<file path="src/verilog/elink_macros.svh">
`ifndef ELINK_MACROS_SVH
`define ELINK_MACROS_SVH

// ##############################
// packet format
// ##############################

// full emesh packet, write flag up to srcaddr
`define ELINK_PW 104

// register index width in the cfg space
`define ELINK_RFAW 6

// ##############################
// cfg space decode
// ##############################

`define ELINK_ID        12'h000  // matched against dstaddr[31:20]
`define ELINK_CFG_GROUP 3'h2     // matched against dstaddr[10:8]

// register indices, from dstaddr[RFAW+1:2]
`define E_RESET  6'd0
`define E_CLK    6'd1
`define E_CHIPID 6'd2

// reset values
`define ELINK_CLK_DEFAULT    16'h0573  // all clocks on, lowest speed
`define ELINK_CHIPID_DEFAULT 12'h808

// ##############################
// tx fifo
// ##############################

`define ELINK_FIFO_DEPTH 4
`define ELINK_FIFO_AW    2  // pointer width, log2 of depth

`endif

</file>
<file path="src/verilog/elink_pkg.sv">
`include "elink_macros.svh"

package elink_pkg;

   // ##############################
   // vector types
   // ##############################

   // bit 0 write, 2:1 datamode, 7:3 ctrlmode
   // 39:8 dstaddr, 71:40 data, 103:72 srcaddr
   typedef logic [`ELINK_PW-1:0] elink_packet_t;

   typedef logic [31:0] addr_t;     // mesh address
   typedef logic [31:0] data_t;     // one data word
   typedef logic [15:0] clk_cfg_t;  // pll clock setting
   typedef logic [11:0] chip_id_t;  // chip id

   // ##############################
   // emitter fsm
   // ##############################

   typedef enum logic [1:0] {
      idle,          // waiting for a packet and enable
      req_high,      // req up, waiting for ack
      wait_ack_low   // req down, waiting for ack to drop
   } emit_state_t;

endpackage

</file>
<file path="src/verilog/packet2emesh.sv">
// unpacks one emesh packet into its fields
// fixed layout, no logic beyond slicing

module packet2emesh (
   input  elink_pkg::elink_packet_t packet_in,
   output logic                     write_out,
   output logic [1:0]               datamode_out,
   output logic [4:0]               ctrlmode_out,
   output elink_pkg::addr_t         dstaddr_out,
   output elink_pkg::data_t         data_out,
   output elink_pkg::addr_t         srcaddr_out
);

   // ##############################
   // control fields
   // ##############################

   assign write_out    = packet_in[0];    // 1 = write
   assign datamode_out = packet_in[2:1];  // access size
   assign ctrlmode_out = packet_in[7:3];

   // ##############################
   // address and data
   // ##############################

   assign dstaddr_out = packet_in[39:8];
   assign data_out    = packet_in[71:40];   // write data
   assign srcaddr_out = packet_in[103:72];  // return addr for reads

endmodule

</file>
<file path="src/verilog/ecfg_elink.sv">
`include "elink_macros.svh"

// link config block
// catches cfg writes out of the tx write stream and
// holds link reset, pll clock setting and chip id

module ecfg_elink (
   input  logic                     clk,
   input  logic                     reset,
   input  logic                     txwr_access,        // one cycle strobe
   input  elink_pkg::elink_packet_t txwr_packet,
   output logic                     txwr_gated_access,  // strobe into tx fifo
   output logic                     elink_en,           // link master enable
   output elink_pkg::clk_cfg_t      clk_config,         // to pll
   output elink_pkg::chip_id_t      e_chipid
);

   logic                       mi_we;
   elink_pkg::addr_t           mi_addr;
   elink_pkg::data_t           mi_din;
   logic [`ELINK_RFAW-1:0]     reg_idx;
   logic                       cfg_hit;
   logic                       reset_write;
   logic                       clk_write;
   logic                       chipid_write;

   logic                       reset_reg;
   elink_pkg::clk_cfg_t        clk_reg;
   elink_pkg::chip_id_t        chipid_reg;

   // only write flag, address and data matter here
   packet2emesh u_p2e (
      .packet_in    (txwr_packet),
      .write_out    (mi_we),
      .datamode_out (),
      .ctrlmode_out (),
      .dstaddr_out  (mi_addr),
      .data_out     (mi_din),
      .srcaddr_out  ()
   );

   // ##############################
   // address decode
   // ##############################

   assign reg_idx = mi_addr[`ELINK_RFAW+1:2];  // word index

   assign cfg_hit = txwr_access & mi_we
                    & (mi_addr[31:20] == `ELINK_ID)
                    & (mi_addr[10:8] == `ELINK_CFG_GROUP);

   assign reset_write  = cfg_hit & (reg_idx == `E_RESET);
   assign clk_write    = cfg_hit & (reg_idx == `E_CLK);
   assign chipid_write = cfg_hit & (reg_idx == `E_CHIPID);

   // reads and unlisted indices still go to the link
   assign txwr_gated_access = txwr_access & ~(reset_write | clk_write | chipid_write);

   // ##############################
   // config registers
   // ##############################

   always_ff @(posedge clk) begin
      if (reset) begin
         reset_reg  <= 1'b0;  // link enabled out of reset
         clk_reg    <= `ELINK_CLK_DEFAULT;
         chipid_reg <= `ELINK_CHIPID_DEFAULT;
      end else begin
         if (reset_write)
            reset_reg <= mi_din[0];
         if (clk_write)
            clk_reg <= mi_din[15:0];
         if (chipid_write)
            chipid_reg <= mi_din[11:0];  // full 12 bits
      end
   end

   assign elink_en   = ~reset_reg;  // link held off while bit set
   assign clk_config = clk_reg;
   assign e_chipid   = chipid_reg;

endmodule

</file>
<file path="src/verilog/txwr_fifo.sv">
`include "elink_macros.svh"

// small packet fifo between cfg filter and emitter
// circular buffer, oldest entry always on rd_packet

module txwr_fifo (
   input  logic                     clk,
   input  logic                     reset,
   input  logic                     push,
   input  elink_pkg::elink_packet_t push_packet,
   input  logic                     pop,
   output elink_pkg::elink_packet_t rd_packet,
   output logic                     full,
   output logic                     empty
);

   elink_pkg::elink_packet_t    mem [`ELINK_FIFO_DEPTH];
   logic [`ELINK_FIFO_AW-1:0]   wr_ptr;
   logic [`ELINK_FIFO_AW-1:0]   rd_ptr;
   logic [`ELINK_FIFO_AW:0]     count;  // one extra bit to reach depth

   // ##############################
   // storage
   // ##############################

   always_ff @(posedge clk) begin
      if (push)
         mem[wr_ptr] <= push_packet;
   end

   assign rd_packet = mem[rd_ptr];  // head of queue

   // ##############################
   // pointers and count
   // ##############################

   always_ff @(posedge clk) begin
      if (reset) begin
         wr_ptr <= '0;
         rd_ptr <= '0;
      end else begin
         if (push)
            wr_ptr <= wr_ptr + 1'b1;  // wraps at depth
         if (pop)
            rd_ptr <= rd_ptr + 1'b1;
      end
   end

   always_ff @(posedge clk) begin
      if (reset) begin
         count <= '0;
      end else begin
         case ({push, pop})
            2'b10:   count <= count + 1'b1;
            2'b01:   count <= count - 1'b1;
            default: count <= count;  // both or neither
         endcase
      end
   end

   // ##############################
   // flags
   // ##############################

   assign full  = (count == `ELINK_FIFO_DEPTH);
   assign empty = (count == '0);

endmodule

</file>
<file path="src/verilog/tx_emitter.sv">
// drains the tx fifo onto the outgoing link
// four phase req/ack, one packet per handshake

module tx_emitter (
   input  logic                     clk,
   input  logic                     reset,
   input  logic                     elink_en,
   input  logic                     fifo_empty,
   input  elink_pkg::elink_packet_t fifo_packet,
   output logic                     pop,
   output logic                     link_req,
   output elink_pkg::elink_packet_t link_packet,
   input  logic                     link_ack
);

   elink_pkg::emit_state_t   state;
   elink_pkg::elink_packet_t pkt_reg;  // held for whole handshake

   // new transfer only from idle and only while enabled
   assign pop = (state == elink_pkg::idle) & ~fifo_empty & elink_en;

   // ##############################
   // handshake fsm
   // ##############################

   always_ff @(posedge clk) begin
      if (reset) begin
         state <= elink_pkg::idle;
      end else begin
         case (state)
            elink_pkg::idle: begin
               if (pop)
                  state <= elink_pkg::req_high;
            end
            elink_pkg::req_high: begin
               if (link_ack)
                  state <= elink_pkg::wait_ack_low;  // partner took it
            end
            elink_pkg::wait_ack_low: begin
               if (!link_ack)
                  state <= elink_pkg::idle;
            end
            default: state <= elink_pkg::idle;
         endcase
      end
   end

   // payload, loaded on the pop edge
   always_ff @(posedge clk) begin
      if (pop)
         pkt_reg <= fifo_packet;
   end

   // ##############################
   // link outputs
   // ##############################

   assign link_req    = (state == elink_pkg::req_high);
   assign link_packet = pkt_reg;  // stable until next pop

endmodule

</file>
<file path="src/verilog/elink_tx_top.sv">
// tx write entry path of the mesh link
// cfg filter, packet fifo, link emitter

module elink_tx_top (
   input  logic                     clk,
   input  logic                     reset,
   input  logic                     txwr_access,
   input  elink_pkg::elink_packet_t txwr_packet,
   output logic                     txwr_wait,    // fifo full
   output logic                     link_req,
   output elink_pkg::elink_packet_t link_packet,
   input  logic                     link_ack,
   output logic                     elink_en,
   output elink_pkg::clk_cfg_t      clk_config,
   output elink_pkg::chip_id_t      e_chipid
);

   logic                     txwr_gated_access;  // non cfg writes only
   logic                     fifo_pop;
   logic                     fifo_empty;
   elink_pkg::elink_packet_t fifo_packet;

   // ##############################
   // cfg filter
   // ##############################

   ecfg_elink u_ecfg (
      .clk               (clk),
      .reset             (reset),
      .txwr_access       (txwr_access),
      .txwr_packet       (txwr_packet),
      .txwr_gated_access (txwr_gated_access),
      .elink_en          (elink_en),
      .clk_config        (clk_config),
      .e_chipid          (e_chipid)
   );

   // ##############################
   // fifo and emitter
   // ##############################

   txwr_fifo u_fifo (
      .clk         (clk),
      .reset       (reset),
      .push        (txwr_gated_access),
      .push_packet (txwr_packet),
      .pop         (fifo_pop),
      .rd_packet   (fifo_packet),
      .full        (txwr_wait),  // back pressure to host
      .empty       (fifo_empty)
   );

   tx_emitter u_emit (
      .clk         (clk),
      .reset       (reset),
      .elink_en    (elink_en),
      .fifo_empty  (fifo_empty),
      .fifo_packet (fifo_packet),
      .pop         (fifo_pop),
      .link_req    (link_req),
      .link_packet (link_packet),
      .link_ack    (link_ack)
   );

endmodule

</file>
<file path="config.mk">
export PLATFORM = sky130hd
export DESIGN_NAME = elink_tx_top
export DESIGN_NICKNAME = d
export VERILOG_FILES = /design/src/verilog/elink_pkg.sv /design/src/verilog/packet2emesh.sv /design/src/verilog/ecfg_elink.sv /design/src/verilog/txwr_fifo.sv /design/src/verilog/tx_emitter.sv /design/src/verilog/elink_tx_top.sv
export VERILOG_INCLUDE_DIRS = /design/src /design/src/verilog
export SDC_FILE = /design/constraint.sdc
export NUM_CORES = 1
export LEC_CHECK = 0
export ABC_AREA = 1
export BUFFER_PORTS_ARGS = -buffer_cell sky130_fd_sc_hd__buf_2
export CELL_PAD_IN_SITES_DETAIL_PLACEMENT = 0
export CELL_PAD_IN_SITES_GLOBAL_PLACEMENT = 1
export CORE_ASPECT_RATIO = 2
export CORE_MARGIN = 1
export CORE_UTILIZATION = 52
export DETAILED_ROUTE_END_ITERATION = 10
export PLACE_DENSITY = 0.89
export SKIP_CTS_REPAIR_TIMING = 1
export SYNTH_ARGS = -nofsm -noshare
export SYNTH_HDL_FRONTEND = slang
export SYNTH_SLANG_ARGS = --single-unit
export TNS_END_PERCENT = 1
</file>
<file path="constraint.sdc">
create_clock -name clk -period 12.05 [get_ports clk]
set_input_delay 1.8075 -clock clk [delete_from_list [all_inputs] [get_ports clk]]
set_output_delay 1.8075 -clock clk [all_outputs]
set_load 0.03 [all_outputs]
</file>
==> impl_metrics.json, run 1 <==
{
  "run_status": "complete, no violations",
  "yosysSeqAreaShare": 0.813,
  "fin_hold_ws_ps": 473,
  "drv_slew": 0,
  "r2r-end": "u_emit.link_packet[66]$_DFFE_PP_",
  "critical_path_class": "in -> reg",
  "dr_total_vias": 11800,
  "cp_top_family": "simple AND/OR/NAND/NOR gates",
  "crit_slowest_cell": "nor2_4",
  "synth_nets": 1453,
  "cts_buffer_depth": 3,
  "fmax_mhz": 208,
  "area_growth_pct": 15.3,
  "drive_gt1_frac": 0.214,
  "synth.area.top_cells": "edfxtp_1, o21ai_0, nor2_1, dfxtp_1, o22ai_1",
  "p_leak_nw": 8.12,
  "io_pins": 243,
  "synth-seq-cells": 558,
  "clk_latency_ps": 560,
  "fin_nets": 1677,
  "min_period_ps": 4810,
  "post-dp-hpwl_um": 25600,
  "maxCapViolCount": 0,
  "rsz0062_at_grt": "false",
  "clockRootBuffer": "clkbuf_16",
  "synth_area_um2": 20100,
  "worst_pin_slew_ps": 1220,
  "design_power_total_mw": 5.38,
  "powerDensity_nw_per_um2": 232,
  "worstHoldEndpoint": "u_ecfg.clk_config[0]$_SDFFE_PP1P_",
  "grt_antenna_before_repair": 15,
  "hp-class": "reg -> reg",
  "fp-row-count": 101,
  "wl_per_cell_um": 20.8,
  "dieHeight_um": 280,
  "portBuffers": 242,
  "initial_core_util": 0.529,
  "core_um2": 38000,
  "crit_arrival_ps": 4990,
  "async_flop_share": 0,
  "fillCellCount": 2784,
  "crit_fanout": 69,
  "cts_tree": "done",
  "drtPass1Iterations": 5,
  "setup_tns_ps": 0,
  "yosys_warnings": 0,
  "max_stage_delay_ps": 960,
  "synth_edf_count": 520,
  "hold_viol_final": 0,
  "crit_path_cell_trace": "buf_2, nor2_1, nand2_1, nor2_2, nand4_1, nand2_1, nor2_1, inv_1, nor2_4, buf_4",
  "die_w_um": 141,
  "clk_pin_slew_ps": 60,
  "antenna_left": 0,
  "yosysMostFrequentCell": "edfxtp_1",
  "cp-end-kind": "flop",
  "clock_sinks": 558,
  "hold_depth": 2,
  "vdd_ir_drop_max_mv": 0.139,
  "grt-ovfl-total": 0,
  "rr_startpoint": "u_fifo.rd_ptr[0]$_SDFFE_PP0P_",
  "r2r_setup_slack_ps": 9000,
  "synth_ff_type": "edfxtp_1",
  "start_kind": "primary input",
  "dieArea_um2": 39600,
  "slew_headroom": 0.186,
  "viasPerCell": 5.58,
  "regMostFlops": "u_fifo.mem",
  "crit_buf_inv": 3,
  "tritoncts.num_buffers": 45,
  "grt_pass1_vias": 11900,
  "final-setup-viol-count": 0,
  "wirelength_um": 44100,
  "grt_first_pass_wirelength_um": 65800,
  "cp.required_ps": 12230,
  "h-tree-depth": 2,
  "grt_max_degree": 119,
  "syn_inst": 1339,
  "hp-start": "u_ecfg.clk_config[0]$_SDFFE_PP1P_",
  "ys_types": 29,
  "yosysTopAreaCellShare": 0.775,
  "dpl_cell_area_um2": 21800,
  "drt_iter0_drc": 711,
  "r2r_cells": 4,
  "fin_area_um2": 23200,
  "period_share": 0.399,
  "drc": 0,
  "grt_usage": 0.223,
  "avgSynthCellArea_um2": 15.0,
  "gp_congestion": 0.779,
  "largest_reg_flops": 416,
  "yosysTopAreaCell": "edfxtp_1",
  "clock_skew_ps": 16.3,
  "synthTopCellsByCount": "edfxtp_1, nor2_1, o21ai_0"
}
[worst max path at each step]
stage | from | to | slack (ps) | cells after the start
finish | txwr_packet[29] | u_fifo.mem[0][75]$_DFFE_PP_ | 7240 | 10
global route | txwr_packet[29] | u_fifo.mem[3][72]$_DFFE_PP_ | 7010 | 10
CTS | txwr_packet[29] | u_fifo.mem[1][73]$_DFFE_PP_ | 7160 | 10
detailed placement | txwr_packet[29] | u_fifo.mem[3][80]$_DFFE_PP_ | 6590 | 10
global placement | txwr_packet[13] | u_fifo.mem[3][77]$_DFFE_PP_ | 6650 | 10
floorplan | txwr_packet[17] | u_fifo.mem[0][0]$_DFFE_PP_ | 4700 | 6
[layer usage]
| metal | vias to the layer above | wire length (µm) | global-route usage |
|---|---|---|---|
| met4 | 10 | 1850 | 0.120 |
| met5 | - | 58 | 0 |
| li1 | 5438 | - | - |
| met2 | 466 | 23900 | 0.411 |
| met3 | 102 | 2530 | 0.0343 |
| met1 | 5831 | 15800 | 0.245 |
[tightest hold or removal path, stage by stage, from the launching register on]
cell,delay (ps)
dfxtp_1,330
nand2_1,60
o211ai_2,50
[where the power goes]
group | leakage (nW) | switching, mW | internal [mW]
logic | 2.31 | 1.00 | 0.302
clock network | 0.694 | 0.648 | 0.789
registers | 5.11 | 0.134 | 2.50
[cell type report]
type | count | area [µm²] | share of cell area
sequential | 558 | 16400 | 0.706
multi-input combinational | 672 | 3310 | 0.143
timing repair buffer | 251 | 1280 | 0.0551
clock buffer | 60 | 1230 | 0.0532
tap | 515 | 644 | 0.0278
clock inverter | 23 | 196 | 0.00846
inverter | 35 | 141 | 0.00609
antenna | 8 | 20.0 | 0.000862
[cell families (layout without fill, tap and decap cells)]
family	after synthesis	in the layout	synth area share
AOI/OAI and AO/OA	359	359	0.0983
adders and majority gates	6	6	0.00410
buffers and inverters	109	369	0.0239
DFF	558	558	0.813
other	0	8	0
and+or+nand+nor	307	307	0.0606
[through the flow]
stage           util  cells  worst slack, ps
2_1_floorplan      -   1339             4700
3_3_place_gp   0.572   2031             6650
3_5_place_dp   0.572   2031             6590
4_1_cts        0.610   2114             7160
5_1_grt        0.610   2122             7010
6_report       0.610   2122             7240
[placed cells by master, fill, tap and decap left out, types with 16 or more instances in the layout]
cell type,n
buf_2,242
dfxtp_1,36
o22ai_1,104
nand2_1,23
edfxtp_1,520
a21oi_1,16
o21ai_0,226
clkbuf_16,47
nor2_1,255
inv_1,30
Power figures use the tool's default switching activity.
==> run 2: changes to the inputs <==
Settings changed: CORE_UTILIZATION 52 to 48, PLACE_DENSITY 0.89 to 0.84.
Clock period 12.05 ns to 4.55 ns, I/O delays scaled along.
==> run 2 against run 1 <==
Global-route usage shrank 1.5 points; worst hold slack lost 140 ps; routed wire length grew 1.6%; via count grew 0.30%; total power grew to 2.6 times the previous value; clock power grew to 2.6 times the previous value; sequential power grew to 2.6 times the previous value; flip-flop and latch count is the same; critical path type unchanged; critical endpoint is now u_fifo.count[2]$_SDFFE_PP0P_; largest cell class unchanged.
==> impl_metrics.json, run 2 (same netlist as run 1, synthesis figures left out) <==
{
  "multiInputGateArea_um2": 3310,
  "final_cells": 2145,
  "hold_depth": 1,
  "crit_path_start": "txwr_packet[15]",
  "p_comb_frac": 0.250,
  "internal_power_mw": 9.48,
  "grt_antenna_before_repair": 10,
  "cp.required_ps": 4990,
  "r2r_cells": 11,
  "dieArea_um2": 42800,
  "area_growth_pct": 15.7,
  "h-tree-depth": 2,
  "critical_path_class": "in -> reg",
  "io_pins": 243,
  "dpl_cell_area_um2": 21900,
  "initial_core_util": 0.488,
  "most-common-layout-cells": "edfxtp_1, nor2_1, buf_2",
  "p_clk_frac": 0.264,
  "start_kind": "primary input",
  "grt_usage": 0.209,
  "core_um2": 41300,
  "fp-row-count": 105,
  "r2r_setup_slack_ps": 1970,
  "p_leak_nw": 8.16,
  "fin_ws_ps": 1490,
  "regMostFlops": "u_fifo.mem",
  "clk_latency_ps": 560,
  "fin_nets": 1684,
  "min_period_ps": 3060,
  "cts_buffer_depth": 3,
  "post-dp-hpwl_um": 26000,
  "worst_pin_slew_ps": 1140,
  "rr_startpoint": "u_fifo.count[1]$_SDFFE_PP0P_",
  "rsz0062_at_grt": "false",
  "maxCapViolCount": 0,
  "die_w_um": 147,
  "antenna_left": 0,
  "fmax_mhz": 327,
  "cts_tree": "done",
  "hold_viol_final": 0,
  "cp-endpoint": "u_fifo.count[2]$_SDFFE_PP0P_",
  "vdd_ir_drop_max_mv": 0.452,
  "viasPerCell": 5.54,
  "period_share": 0.672,
  "wirelength_um": 44800,
  "clock_sinks": 558,
  "largest_reg_flops": 416,
  "netSwitchingFraction": 0.331,
  "wl_per_cell_um": 20.9,
  "design_power_total_mw": 14.2,
  "cp-end-kind": "flop",
  "powerDensity_nw_per_um2": 608,
  "setup_tns_ps": 0,
  "drc": 0,
  "dieHeight_um": 292,
  "hp-class": "in -> reg",
  "clockRootBuffer": "clkbuf_16",
  "p_sw_mw": 4.70,
  "final_common_cell": "edfxtp_1",
  "grt_max_degree": 142,
  "crit_fanout": 6,
  "dr_total_vias": 11900,
  "regArea_um2": 16400,
  "pre_cts_ws_ps": 879,
  "drt_iter0_drc": 705,
  "tritoncts.num_buffers": 45,
  "run_status": "complete, no violations",
  "grt-ovfl-total": 0,
  "portBuffers": 242,
  "fillCellCount": 3283,
  "clock_skew_ps": 15.2,
  "drv_slew": 0,
  "grt_pass1_vias": 11800,
  "drtPass1Iterations": 4,
  "pwr-share-seq": 0.486,
  "r2r-end": "u_fifo.count[2]$_SDFFE_PP0P_",
  "slew_headroom": 0.238,
  "grt_first_pass_wirelength_um": 67500,
  "fin_area_um2": 23300,
  "drive_gt1_frac": 0.216,
  "crit_arrival_ps": 3500,
  "gp_congestion": 0.745,
  "final-setup-viol-count": 0,
  "clk_pin_slew_ps": 70,
  "place_inst": 2058
}
==> run 2: changes by cell type in the layout (fill, tap and decap cells not counted), sizes merged <==
cell | before | now
buf | 251 | 258
bufinv | 3 | 2
clkbuf | 60 | 58
clkinv | 18 | 20
clkinvlp | 3 | 2
diode | 8 | 6
==> run 2: worst min-delay path by stage <==
stage	from	to	slack, ps
2_1_floorplan	u_emit.state[0]$_SDFFE_PP0P_	u_emit.state[0]$_SDFFE_PP0P_	450
3_3_place_gp	u_ecfg.clk_config[10]$_SDFFE_PP1P_	u_ecfg.clk_config[10]$_SDFFE_PP1P_	450
3_5_place_dp	u_ecfg.clk_config[6]$_SDFFE_PP1P_	u_ecfg.clk_config[6]$_SDFFE_PP1P_	450
4_1_cts	txwr_packet[23]	u_fifo.mem[1][23]$_DFFE_PP_	300
5_1_grt	txwr_packet[26]	u_fifo.mem[0][26]$_DFFE_PP_	320
6_report	txwr_packet[23]	u_fifo.mem[1][23]$_DFFE_PP_	330
==> run 2: stage by stage <==
step	hold WS, ps	util
after detailed placement	448	0.531
after CTS	304	0.565
after global routing	316	0.565
after global placement	450	0.531
final	335	0.565
after floorplan	450	-
==> run 2: power groups by stage <==
stage / Sequential, mW / Combinational (mW) / Clock [mW]
2_1_floorplan: 8.00 / 1.40 / 0
3_3_place_gp: 7.00 / 3.51 / 0
3_5_place_dp: 7.00 / 3.60 / 0
4_1_cts: 6.90 / 3.61 / 3.82
5_1_grt: 6.95 / 3.85 / 3.99
6_report: 6.89 / 3.54 / 3.75
==> run 2: cell type report <==
| type | instances | area share |
|---|---|---|
| inverter | 35 | 0.00607 |
| tap | 535 | 0.0287 |
| clock inverter | 23 | 0.00725 |
| antenna | 6 | 0.000644 |
| clock buffer | 58 | 0.0531 |
| timing repair buffer | 258 | 0.0593 |
| sequential | 558 | 0.703 |
| multi-input combinational | 672 | 0.142 |
==> run 2: metal layers <==
layer | GRT usage | wire, µm | part of all wire | vias up
li1 | - | - | - | 5450
met1 | 0.240 | 16700 | 0.37 | 5933
met2 | 0.381 | 24000 | 0.54 | 408
met3 | 0.0327 | 2400 | 0.054 | 85
met4 | 0.0915 | 1600 | 0.036 | 6
met5 | 0 | 34 | 0.00076 | -
==> run 2: worst max-delay path, cell delays in order <==
cell     delay [ps]
buf_2           120
nor2_1          230
nand2_1          80
nor2_1          230
nand4_1         410
nand2_1         180
nor2_1           80
inv_1           290
ha_1            210
inv_1            70
fa_1            380
a21oi_1         160
o21ai_0         130
o21ai_0         190
a21oi_1          60
==> run 3: changes to the inputs <==
Settings changed: CORE_UTILIZATION 48 to 43, PLACE_DENSITY 0.84 to 0.8.
Clock period 4.55 ns to 2.8 ns, I/O delays scaled along.
==> run 3 against run 2 <==
Total power grew 68%; combinational power up 68%; utilization shrank 4.6 points; register-to-register slack worse by 1200 ps; clock skew grew 2.2 ps; sequential power rose by 63%; clock-buffer cell count unchanged; routed wire length increased by 0.79%; clock power increased by 78%; global-route usage is 1.9 points lower; first-iteration DRC count decreased by 0.85%; die area grew 12%; critical endpoint is now u_emit.link_packet[40]$_DFFE_PP_; highest routed layer unchanged.
==> impl_metrics.json, run 3 (same netlist as run 1, synthesis figures left out) <==
{
  "maxCapViolCount": 0,
  "grt_first_pass_wirelength_um": 67800,
  "hp-class": "in -> reg",
  "worst_pin_slew_ps": 1200,
  "fin_ws_ps": 767,
  "cp.required_ps": 3160,
  "p_clk_frac": 0.280,
  "grt_max_degree": 210,
  "fp-row-count": 111,
  "die_w_um": 155,
  "area_growth_pct": 18.4,
  "dr_wl_met2_um": 24000,
  "most-common-layout-cells": "edfxtp_1, nor2_1, buf_2",
  "dieHeight_um": 308,
  "largest_reg_flops": 416,
  "cp-end-kind": "flop",
  "portBuffers": 242,
  "cp_top_family": "compound AO/OA/AOI/OAI gates",
  "crit_fanout": 209,
  "post-dp-hpwl_um": 26100,
  "max_stage_delay_ps": 450,
  "crit_buf_inv": 1,
  "p_leak_nw": 8.32,
  "core_um2": 46000,
  "fmax_mhz": 492,
  "wirelength_um": 45100,
  "crit_path_cell_trace": "buf_12, o21ai_0, o22ai_1",
  "grt_antenna_before_repair": 10,
  "rsz0062_at_grt": "false",
  "crit_path_start": "u_fifo.rd_ptr[0]$_SDFFE_PP0P_",
  "start_kind": "flop",
  "wl_met3_um": 2320,
  "cts_buffer_depth": 3,
  "antenna_left": 0,
  "grt-ovfl-total": 0,
  "gp_congestion": 0.743,
  "tritoncts.num_buffers": 46,
  "p_comb_frac": 0.249,
  "met1_length_um": 17300,
  "wl_per_cell_um": 20.1,
  "final-setup-viol-count": 0,
  "pwr-share-seq": 0.470,
  "dieArea_um2": 47800,
  "cts_tree": "done",
  "clockRootBuffer": "clkbuf_16",
  "critical_path_class": "reg -> reg",
  "rr_startpoint": "u_fifo.rd_ptr[0]$_SDFFE_PP0P_",
  "clock_sinks": 558,
  "initial_core_util": 0.438,
  "drv_slew": 0,
  "crit_arrival_ps": 2390,
  "p_sw_mw": 7.82,
  "drc": 0,
  "top_layer": "met5",
  "viasPerCell": 5.24,
  "powerDensity_nw_per_um2": 998,
  "drive_gt1_frac": 0.232,
  "hp-start": "txwr_packet[74]",
  "min_period_ps": 2030,
  "crit_slowest_cell": "buf_12",
  "h-tree-depth": 2,
  "grt_pass1_vias": 12100,
  "drt_iter0_drc": 699,
  "internal_power_mw": 16.0,
  "slew_headroom": 0.198,
  "period_share": 0.726,
  "clk_latency_ps": 560,
  "hold_viol_final": 0,
  "run_status": "complete, no violations",
  "io_pins": 243,
  "drtPass1Iterations": 4,
  "clock_skew_ps": 17.4,
  "grt_usage": 0.190,
  "pre_cts_ws_ps": 181,
  "design_power_total_mw": 23.8,
  "clk_pin_slew_ps": 70,
  "final_common_cell": "edfxtp_1",
  "fin_nets": 1696,
  "regMostFlops": "u_fifo.mem",
  "netSwitchingFraction": 0.329,
  "dr_total_vias": 11800,
  "vdd_ir_drop_max_mv": 0.912
}
==> run 3: cell count changes in the layout (fill, tap and decap cells not counted), moves of 3 or more <==
cell / before / now
clkinvlp_4: 2 / 8
clkinv_1: 10 / 3
nor2_1: 255 / 252
bufinv_16: 2 / 6
diode_2: 6 / 9
buf_12: 4 / 15
==> run 3: worst paths after layout <==
kind,end,depth (start not counted),slack [ps]
max,u_emit.link_packet[40]$_DFFE_PP_,3,770
min,u_fifo.mem[1][74]$_DFFE_PP_,1,60
max reg2reg,u_emit.link_packet[40]$_DFFE_PP_,3,770
min reg2reg,u_ecfg.clk_config[0]$_SDFFE_PP1P_,2,470
==> run 3: through the flow <==
stage / cell area [µm²] / instances / setup TNS [ps] / util / hold WS, ps
after floorplan: 20200 / 1339 / -90850 / - / 450
after global placement: 22200 / 2155 / 0 / 0.484 / 447
after detailed placement: 22200 / 2155 / 0 / 0.484 / 450
after CTS: 23800 / 2240 / 0 / 0.518 / 27.2
after global routing: 23800 / 2247 / 0 / 0.519 / 35.0
final: 23800 / 2249 / 0 / 0.519 / 63.8
==> run 3: power by group through the flow <==
stage	combinational (mW)	clock (mW)	sequential (mW)
3_3_place_gp	5.89	0	11.4
2_1_floorplan	2.29	0	12.9
6_report	5.93	6.67	11.2
4_1_cts	6.04	6.81	11.2
3_5_place_dp	6.04	0	11.4
5_1_grt	6.41	7.11	11.3
==> run 3: final cells by class <==
| cell class | count | area (µm²) |
|---|---|---|
| Antenna cell | 9 | 22.5 |
| Clock buffer | 58 | 1250 |
| Clock inverter | 27 | 337 |
| Fill cell | 3758 | 22100 |
| Inverter | 35 | 143 |
| Multi-Input combinational cell | 672 | 3340 |
| Sequential cell | 558 | 16400 |
| Tap cell | 621 | 777 |
| Timing Repair Buffer | 269 | 1600 |
==> run 3: layer usage <==
layer | global-route usage | up-vias
met4 | 0.0866 | 4
met2 | 0.353 | 329
met3 | 0.0319 | 82
met1 | 0.209 | 5883
met5 | 0 | -
li1 | - | 5476
==> run 3: worst reg2reg max path, delay by kind of cell (launching register included) <==
kind,cells,cell delay (ps)
buffers and inverters,1,450
AO/OA/AOI/OAI,2,1010
flip-flops,1,380
